File: config.mk
export PLATFORM = sky130hd
export DESIGN_NAME = ptp_core
export DESIGN_NICKNAME = d
export VERILOG_FILES = /design/src/ptp_pkg.sv /design/src/ptp_core.sv /design/src/ptp_trigger.sv /design/src/ptp_rtc.sv /design/src/ptp_regs.sv
export VERILOG_INCLUDE_DIRS = /design/src /design/src/src
export SDC_FILE = /design/constraint.sdc
export NUM_CORES = 1
export LEC_CHECK = 0
export BUFFER_PORTS_ARGS = -buffer_cell sky130_fd_sc_hd__buf_2
export CORE_MARGIN = 10
export CORE_UTILIZATION = 50
export DETAILED_ROUTE_END_ITERATION = 6
export GPL_TIMING_DRIVEN = 0
export PLACE_DENSITY = 0.68
export RECOVER_POWER = 50
export REMOVE_ABC_BUFFERS = 1
export SYNTH_ARGS = -nofsm -noshare
export SYNTH_HDL_FRONTEND = slang
export SYNTH_HIERARCHICAL = 1
export SYNTH_SLANG_ARGS = --single-unit
File: constraint.sdc
create_clock -name clk -period 6.1 [get_ports clk]
set_input_delay 1.22 -clock clk [delete_from_list [all_inputs] [get_ports clk]]
set_output_delay 1.22 -clock clk [all_outputs]
set_load 0.02 [all_outputs]
File: src/ptp_version.svh
// identity words returned at addresses 1 to 4
localparam logic [31:0] PRODUCT_ID = 32'h0000_1588;
localparam logic [31:0] VERSION    = 32'h0001_0002;

// build stamp words stay at zero in development builds
localparam logic [31:0] BUILD_DATE = 32'h0000_0000;
localparam logic [31:0] BUILD_TIME = 32'h0000_0000;
File: src/ptp_pkg.sv
`default_nettype none

package ptp_pkg;

    // time of day as seen by the host and the trigger comparator
    typedef struct packed {
        logic [31:0] second;
        logic [31:0] nanosecond;
    } ptp_time_t;

    // host bus with one request per cycle and the ack one cycle later
    typedef struct packed {
        logic        req;
        logic [15:0] addr;
        logic [31:0] data;
    } up_wr_t;

    typedef struct packed {
        logic        req;
        logic [15:0] addr;
    } up_rd_t;

    typedef struct packed {
        logic      pps_mode;
        ptp_time_t load_time;
        logic      timeset;
        logic      timeget;
    } rtc_ctrl_t;

    typedef struct packed {
        logic      enable;
        logic [1:0] source;
        ptp_time_t match_time;
    } trig_ctrl_t;

    // trigger source select where code 2 is reserved and never fires
    localparam logic [1:0] TRIG_SRC_MCU = 2'd0;
    localparam logic [1:0] TRIG_SRC_EXT = 2'd1;
    localparam logic [1:0] TRIG_SRC_RTC = 2'd3;

    localparam logic [31:0] NS_PER_SEC = 32'd1_000_000_000;

    // ------------------------------------------------------------
    // register map
    // ------------------------------------------------------------
    localparam logic [15:0] ADDR_PRODUCT_ID      = 16'd1;
    localparam logic [15:0] ADDR_VERSION         = 16'd2;
    localparam logic [15:0] ADDR_BUILD_DATE      = 16'd3;
    localparam logic [15:0] ADDR_BUILD_TIME      = 16'd4;
    localparam logic [15:0] ADDR_SCRATCH         = 16'd8;
    localparam logic [15:0] ADDR_RTC_MODE        = 16'd16;
    localparam logic [15:0] ADDR_SECOND          = 16'd17;
    localparam logic [15:0] ADDR_NANOSECOND      = 16'd18;
    localparam logic [15:0] ADDR_TIMESET         = 16'd19;
    localparam logic [15:0] ADDR_TIMEGET         = 16'd20;
    localparam logic [15:0] ADDR_SNAP_SECOND     = 16'd21;
    localparam logic [15:0] ADDR_SNAP_NANOSECOND = 16'd22;
    localparam logic [15:0] ADDR_TRIG_ENABLE     = 16'd32;
    localparam logic [15:0] ADDR_TRIG_SOURCE     = 16'd33;
    localparam logic [15:0] ADDR_TRIG_SECOND     = 16'd34;
    localparam logic [15:0] ADDR_TRIG_NS         = 16'd35;

    localparam logic [31:0] UNMAPPED_DATA = 32'hDEADBEEF;

endpackage

`default_nettype wire

File: src/ptp_core.sv
`timescale 1ns/100ps
`default_nettype none

module ptp_core #(
    parameter int unsigned ADDR_WIDTH = 10,
    parameter int unsigned NS_STEP    = 40
) (
    input  var logic             clk,
    input  var logic             rst,
    input  var ptp_pkg::up_wr_t  wr,
    input  var ptp_pkg::up_rd_t  rd,
    output var logic             wr_ack,
    output var logic             rd_ack,
    output var logic [31:0]      rd_data,
    input  var logic             pps_in,
    input  var logic             ext_trig,
    output var logic             trig_out
);

    import ptp_pkg::*;

    rtc_ctrl_t  rtc_ctrl;
    trig_ctrl_t trig_ctrl;
    ptp_time_t  now;
    ptp_time_t  snap;

    // ------------------------------------------------------------
    // host registers
    // ------------------------------------------------------------
    ptp_regs #(
        .ADDR_WIDTH (ADDR_WIDTH)
    ) u_ptp_regs (
        .clk       (clk),
        .rst       (rst),
        .wr        (wr),
        .rd        (rd),
        .wr_ack    (wr_ack),
        .rd_ack    (rd_ack),
        .rd_data   (rd_data),
        .snap      (snap),
        .rtc_ctrl  (rtc_ctrl),
        .trig_ctrl (trig_ctrl)
    );

    // time of day
    ptp_rtc #(
        .NS_STEP (NS_STEP)
    ) u_ptp_rtc (
        .clk      (clk),
        .rst      (rst),
        .pps_in   (pps_in),
        .rtc_ctrl (rtc_ctrl),
        .now      (now),
        .snap     (snap)
    );

    // trigger pulse out
    ptp_trigger u_ptp_trigger (
        .clk       (clk),
        .rst       (rst),
        .ext_trig  (ext_trig),
        .trig_ctrl (trig_ctrl),
        .now       (now),
        .trig_out  (trig_out)
    );

endmodule

`default_nettype wire

File: src/ptp_trigger.sv
`timescale 1ns/100ps
`default_nettype none

module ptp_trigger (
    input  var logic                 clk,
    input  var logic                 rst,
    input  var logic                 ext_trig,
    input  var ptp_pkg::trig_ctrl_t  trig_ctrl,
    input  var ptp_pkg::ptp_time_t   now,
    output var logic                 trig_out
);

    import ptp_pkg::*;

    logic      enable_q;
    logic      ext_q;
    ptp_time_t match_q;
    logic      armed;

    logic enable_rise;
    logic ext_rise;
    logic match_change;
    logic reached;
    logic fire;

    assign enable_rise  = trig_ctrl.enable & ~enable_q;
    assign ext_rise     = ext_trig & ~ext_q;
    assign match_change = trig_ctrl.match_time != match_q;
    // second sits above nanosecond, so one wide compare orders the time
    assign reached      = now >= trig_ctrl.match_time;

    always_comb begin
        case (trig_ctrl.source)
            TRIG_SRC_MCU: fire = enable_rise;
            TRIG_SRC_EXT: fire = trig_ctrl.enable & ext_rise;
            TRIG_SRC_RTC: fire = trig_ctrl.enable & armed & reached;
            default:      fire = 1'b0;
        endcase
    end

    always_ff @(posedge clk) begin
        if (rst) begin
            enable_q <= 1'b0;
            ext_q    <= 1'b0;
            match_q  <= '0;
            armed    <= 1'b0;
            trig_out <= 1'b0;
        end else begin
            enable_q <= trig_ctrl.enable;
            ext_q    <= ext_trig;
            match_q  <= trig_ctrl.match_time;
            trig_out <= fire;

            // one shot compare that disarms in the cycle it fires
            if (!trig_ctrl.enable) begin
                armed <= 1'b0;
            end else if (armed && reached) begin
                armed <= 1'b0;
            end else if (enable_rise || match_change) begin
                armed <= 1'b1;
            end
        end
    end

endmodule

`default_nettype wire

File: src/ptp_rtc.sv
`timescale 1ns/100ps
`default_nettype none

module ptp_rtc #(
    parameter int unsigned NS_STEP = 40
) (
    input  var logic                clk,
    input  var logic                rst,
    input  var logic                pps_in,
    input  var ptp_pkg::rtc_ctrl_t  rtc_ctrl,
    output var ptp_pkg::ptp_time_t  now,
    output var ptp_pkg::ptp_time_t  snap
);

    import ptp_pkg::*;

    logic [32:0] ns_sum;
    logic [32:0] ns_wrap;
    logic [31:0] ns_next;
    logic        sec_carry;

    // ------------------------------------------------------------
    // free running step with carry into the seconds
    // ------------------------------------------------------------
    always_comb begin
        ns_sum  = {1'b0, now.nanosecond} + 33'(NS_STEP);
        ns_wrap = ns_sum - {1'b0, NS_PER_SEC};
        if (ns_sum >= {1'b0, NS_PER_SEC}) begin
            ns_next   = ns_wrap[31:0];
            sec_carry = 1'b1;
        end else begin
            ns_next   = ns_sum[31:0];
            sec_carry = 1'b0;
        end
    end

    // load beats pps and counting
    always_ff @(posedge clk) begin
        if (rst) begin
            now <= '0;
        end else if (rtc_ctrl.timeset) begin
            now <= rtc_ctrl.load_time;
        end else if (rtc_ctrl.pps_mode) begin
            // pps mode holds the time until the next pulse
            if (pps_in) begin
                now.second     <= now.second + 32'd1;
                now.nanosecond <= '0;
            end
        end else begin
            now.second     <= now.second + {31'd0, sec_carry};
            now.nanosecond <= ns_next;
        end
    end

    // ------------------------------------------------------------
    // snapshot for the host
    // ------------------------------------------------------------
    always_ff @(posedge clk) begin
        if (rst) begin
            snap <= '0;
        end else if (rtc_ctrl.timeget) begin
            snap <= now;
        end
    end

endmodule

`default_nettype wire

File: src/ptp_regs.sv
`timescale 1ns/100ps
`default_nettype none

module ptp_regs #(
    parameter int unsigned ADDR_WIDTH = 10
) (
    input  var logic                 clk,
    input  var logic                 rst,
    input  var ptp_pkg::up_wr_t      wr,
    input  var ptp_pkg::up_rd_t      rd,
    output var logic                 wr_ack,
    output var logic                 rd_ack,
    output var logic [31:0]          rd_data,
    input  var ptp_pkg::ptp_time_t   snap,
    output var ptp_pkg::rtc_ctrl_t   rtc_ctrl,
    output var ptp_pkg::trig_ctrl_t  trig_ctrl
);

    import ptp_pkg::*;

    `include "ptp_version.svh"

    // address map
    //   1..4    identity words, read only
    //   8       scratch
    //   16      pps mode, bit 0
    //   17, 18  load time second and nanosecond
    //   19, 20  timeset and timeget strobes, read as zero
    //   21, 22  snapshot second and nanosecond, read only
    //   32      trigger enable, bit 0
    //   33      trigger source, bits 1:0
    //   34, 35  trigger match second and nanosecond

    // only the low ADDR_WIDTH bits of the bus address take part in decode
    localparam logic [15:0] ADDR_MASK = 16'((32'd1 << ADDR_WIDTH) - 32'd1);

    logic [15:0] wr_addr;
    logic [15:0] rd_addr;
    logic [31:0] scratch;

    assign wr_addr = wr.addr & ADDR_MASK;
    assign rd_addr = rd.addr & ADDR_MASK;

    // ------------------------------------------------------------
    // write side
    // ------------------------------------------------------------
    always_ff @(posedge clk) begin
        if (rst) begin
            scratch   <= '0;
            rtc_ctrl  <= '0;
            trig_ctrl <= '0;
        end else begin
            // strobes live for one cycle only
            rtc_ctrl.timeset <= 1'b0;
            rtc_ctrl.timeget <= 1'b0;

            if (wr.req) begin
                case (wr_addr)
                    ADDR_SCRATCH:     scratch                         <= wr.data;
                    ADDR_RTC_MODE:    rtc_ctrl.pps_mode               <= wr.data[0];
                    ADDR_SECOND:      rtc_ctrl.load_time.second       <= wr.data;
                    ADDR_NANOSECOND:  rtc_ctrl.load_time.nanosecond   <= wr.data;
                    ADDR_TIMESET:     rtc_ctrl.timeset                <= wr.data[0];
                    ADDR_TIMEGET:     rtc_ctrl.timeget                <= wr.data[0];
                    ADDR_TRIG_ENABLE: trig_ctrl.enable                <= wr.data[0];
                    ADDR_TRIG_SOURCE: trig_ctrl.source                <= wr.data[1:0];
                    ADDR_TRIG_SECOND: trig_ctrl.match_time.second     <= wr.data;
                    ADDR_TRIG_NS:     trig_ctrl.match_time.nanosecond <= wr.data;
                    default: ;
                endcase
            end
        end
    end

    // one cycle write response
    always_ff @(posedge clk) begin
        if (rst) begin
            wr_ack <= 1'b0;
        end else begin
            wr_ack <= wr.req;
        end
    end

    // ------------------------------------------------------------
    // read side
    // ------------------------------------------------------------
    always_ff @(posedge clk) begin
        if (rd.req) begin
            case (rd_addr)
                ADDR_PRODUCT_ID:      rd_data <= PRODUCT_ID;
                ADDR_VERSION:         rd_data <= VERSION;
                ADDR_BUILD_DATE:      rd_data <= BUILD_DATE;
                ADDR_BUILD_TIME:      rd_data <= BUILD_TIME;
                ADDR_SCRATCH:         rd_data <= scratch;
                ADDR_RTC_MODE:        rd_data <= {31'd0, rtc_ctrl.pps_mode};
                ADDR_SECOND:          rd_data <= rtc_ctrl.load_time.second;
                ADDR_NANOSECOND:      rd_data <= rtc_ctrl.load_time.nanosecond;
                ADDR_TIMESET:         rd_data <= 32'd0;
                ADDR_TIMEGET:         rd_data <= 32'd0;
                ADDR_SNAP_SECOND:     rd_data <= snap.second;
                ADDR_SNAP_NANOSECOND: rd_data <= snap.nanosecond;
                ADDR_TRIG_ENABLE:     rd_data <= {31'd0, trig_ctrl.enable};
                ADDR_TRIG_SOURCE:     rd_data <= {30'd0, trig_ctrl.source};
                ADDR_TRIG_SECOND:     rd_data <= trig_ctrl.match_time.second;
                ADDR_TRIG_NS:         rd_data <= trig_ctrl.match_time.nanosecond;
                default:              rd_data <= UNMAPPED_DATA;
            endcase
        end
    end

    // rd_data and rd_ack line up in the same cycle
    always_ff @(posedge clk) begin
        if (rst) begin
            rd_ack <= 1'b0;
        end else begin
            rd_ack <= rd.req;
        end
    end

endmodule

`default_nettype wire

==> qor.csv <==
stage,metric,value,unit
die,Core Box Area,0.04001,mm²
clock_tree,total CTS buffers,43,
placed_design,pre-CTS WS,-910.4,ps
logic_synthesis,synth cell count leaders,"dfxtp_1 (364), nand2_1 (356), nor2_1 (275)",
timing,Slew @ Worst Pin,2452,ps
logic_synthesis,"Cell Area, Synth",0.02041,mm²
die,Die Y,222.0,µm
timing,post-layout min period,5931,ps
clock_tree,Clock Path Buffers,3,
logic_synthesis,sequential area share after synthesis,0.4041,
logic_synthesis,fraction of registers with async set/reset,0,
logic_synthesis,"Top FF cell, synth",dfxtp_1,
logic_synthesis,top post-synthesis cells by area,"dfxtp_1 (36%), nand2_1 (6.5%), a21oi_1 (5.2%)",
timing,setup_tns,0,ps
timing,Final setup viols,0,
worst_setup_path,WS Path Type,flip-flop to flip-flop,
logic_synthesis,Yosys top cell by area,dfxtp_1,
detailed_routing,number of remaining DRC errors,1,
hold_path,hold crit path type,flip-flop to flip-flop,
detailed_routing,TritonRoute pass-1 iters,7,
placed_design,Placed Area,0.02130,mm²
grt,first-pass GRT wire length,106400,µm
clock_tree,Root Driver,clkbuf_16,
placed_design,DP HPWL,48600,µm
grt,vias in the first global route,17622,
pwr,Combinational Power Share,0.050,
die,die width,222.0,µm
detailed_routing,DR iter-0 viols,2461,
timing,Tcrit/Tclk final,0.9723,
detailed_routing,final wirelength,70640,µm
pwr,Pint,4305,µW
grt,GRT Residual Overflow,0,
pwr,part of the power in registers,0.478,
grt,largest net degree at the start of global routing,140,
pwr,pwr dens,247.0,mW/mm²
worst_setup_path,CP startpoint kind,flip-flop,
pwr,sw frac,0.2331,
finish,layout cells sized above 1,0.1054,
pwr,switching power,1308,µW
finish,Layout area overhead,11.37,%
logic_synthesis,"count leader, synth",dfxtp_1,
placed_design,Routability Congestion,0.9129,
timing,Fin. Hold Viols,0,
timing,skew final,17.77,ps
logic_synthesis,"EDFF count, synth",32,
worst_setup_path,crit end category,flip-flop,
die,row count,73,
logic_synthesis,Post-Synthesis Cells,2391,
pwr,power share of the clock group,0.472,
finish,fillcell total,3642,
die,DIE AREA,0.04930,mm²
detailed_routing,total number of vias,18509,
detailed_routing,DR WL/cell,23.96,µm
die,Initial Util,0.5101,
placed_design,I/O Buffers,92,
job,max-cap viol count,4,
timing,Slew headroom,-0.6349,
logic_synthesis,syn_area_per_cell,8.535,µm²
timing,PnR worst setup slack,169.2,ps
status,failing checks,"design-rule violations, max-capacitance violations, max-slew violations",
pwr,Leakage,0.008248,µW
timing,"Slew Viols, Final",181,
logic_synthesis,post-synth cell types,101,
detailed_routing,Vias/cell,6.278,
clock_tree,"Reg clk slew, reported paths",60,ps
worst_setup_path,CP arrival,6390,ps
finish,design area,0.02273,mm²
finish,final core occ,0.5681,
logic_synthesis,top cell type's share of synthesized area,0.3571,
worst_setup_path,"Max FO, Critical Path",21,
clock_tree,clock sinks,396,
grt,Total GRT Usage,0.2722,
clock_tree,CTS tree,done,
worst_setup_path,Worst EP required,6560,ps
timing,Peak Freq,168.6,MHz
die,IO Count,105,
logic_synthesis,Yosys reg bits,396,
logic_synthesis,Synth Warn #,6,
pwr,Max VDD drop,0.1979,mV
timing,RSZ-0062 raised after global routing,no,
clock_tree,Max H-tree Level,2,
clock_tree,insertion delay to the later sink of the worst-skew pair,560,ps
grt,initial antenna violation count,4,
finish,final net count,2524,
status,run status,finished with violations,
detailed_routing,Post-DRT Antenna Nets,0,
-- cells in the final DEF (no fill, tap or decap), types with 12 or more instances in the layout --
cell,instances
a222oi_1,28
nor3_1,35
xnor2_1,81
nand2_1,355
mux2_2,23
ha_1,67
clkbuf_1,54
nor4_1,13
a211oi_1,14
and4_1,12
clkbuf_16,46
a31oi_1,17
nand4_1,49
xor2_1,35
dfxtp_1,358
nand2b_1,17
buf_2,55
a21oi_1,212
a22o_1,33
mux2i_1,105
o211ai_1,14
and3_1,24
o21ai_0,33
nor2_1,271
edfxtp_1,32
nand3_1,65
inv_1,81
a22oi_1,34
-- cell families (layout without fill, tap and decap cells) --
| family | Yosys count | count (layout) | synth area share |
|---|---|---|---|
| compound gates | 496 | 497 | 0.1686 |
| xor+xnor | 117 | 117 | 0.05058 |
| flops | 396 | 396 | 0.4041 |
| simple gates | 936 | 936 | 0.2164 |
| fa+ha+maj | 68 | 68 | 0.04169 |
| mux | 129 | 129 | 0.06529 |
| other cells | 0 | 3 | 0 |
| buf+inv | 249 | 277 | 0.05328 |
-- power groups by stage --
stage | logic, µW | registers (µW) | clock network (µW)
4_1_cts | 282 | 2680 | 2660
3_5_place_dp | 280 | 2740 | 0
2_1_floorplan | 109 | 2740 | 0
5_1_grt | 302 | 2680 | 2770
6_report | 279 | 2680 | 2650
3_3_place_gp | 259 | 2740 | 0
-- repair_timing --
action / 4_1_cts / 5_1_grt
hold buffers: 0 / 0
setup endpoints to repair: 23 / 13
setup buffers: 0 / 1
pin swaps: 1 / 1
gates cloned: 1 / 0
gates resized for setup: 9 / 7
-- stage by stage --
stage / instances / hold WS, ps / total power [µW]
finish: 2948 / 470.8 / 5613
global route: 2947 / 496.9 / 5757
CTS: 2944 / 471.6 / 5624
detailed placement: 2864 / 463.1 / 3017
global placement: 2840 / 456.5 / 2996
floorplan: 2223 / 435.7 / 2845
-- layout make-up --
class,count,area (µm²),share of cell area
Antenna cell,3,7.507,0.0003303
Timing Repair Buffer,117,885.9,0.03898
Inverter,81,304.0,0.01338
Multi-Input combinational cell,1747,11190,0.4922
Clock buffer,73,1343,0.05907
Sequential cell,396,8260,0.3634
Clock inverter,6,83.83,0.003688
Tap cell,525,656.9,0.02890
-- metal layers --
layer / vias up / wire length [µm] / track usage
met4: 2 / 2907 / 0.1207
met5: - / 17 / 0
met1: 8899 / 29200 / 0.3616
li1: 8456 / - / -
met2: 968 / 31750 / 0.4252
met3: 184 / 6768 / 0.04521
-- worst max-delay path: stages (launching register included) --
cell	delay [ps]
dfxtp_2	590
nand2_2	300
nor2_2	320
nand3_1	130
xnor2_1	200
ha_1	250
o41ai_1	400
nor3b_1	150
a311oi_2	390
o21ai_2	210
nand4_4	320
nand2_2	240
nand2b_1	150
ha_1	240
nand2_1	100
nor3_2	470
and4_1	420
and4_1	360
nand3_1	140
xor2_1	180
a211oi_1	230
-- registers in the layout, indices dropped and copies added (netlist names) --
signal	cells
u_ptp_regs/rd_ack	1
u_ptp_regs/rd_data	32
u_ptp_regs/rtc_ctrl	67
u_ptp_regs/scratch	32
u_ptp_regs/trig_ctrl	67
u_ptp_regs/wr_ack	1
u_ptp_rtc/now	64
u_ptp_rtc/snap	64
u_ptp_trigger/armed	1
u_ptp_trigger/enable_q	1
u_ptp_trigger/ext_q	1
u_ptp_trigger/match_q	64
u_ptp_trigger/trig_out	1
-- path summary, 6_finish.rpt --
| kind | depth (start not counted) | slack (ps) | to | start |
|---|---|---|---|---|
| setup / recovery | 20 | 170 | u_ptp_rtc/now[63]$_SDFFE_PP0P_ | u_ptp_rtc/now[6]$_SDFFE_PP0P_ |
| hold / removal | 2 | 470 | u_ptp_regs/rtc_ctrl[64]$_SDFFE_PP0P_ | u_ptp_regs/rtc_ctrl[64]$_SDFFE_PP0P_ |
| setup reg to reg | 20 | 170 | u_ptp_rtc/now[63]$_SDFFE_PP0P_ | u_ptp_rtc/now[6]$_SDFFE_PP0P_ |
| hold reg to reg | 2 | 470 | u_ptp_regs/rtc_ctrl[64]$_SDFFE_PP0P_ | u_ptp_regs/rtc_ctrl[64]$_SDFFE_PP0P_ |
(Power assumes the default switching activity.)
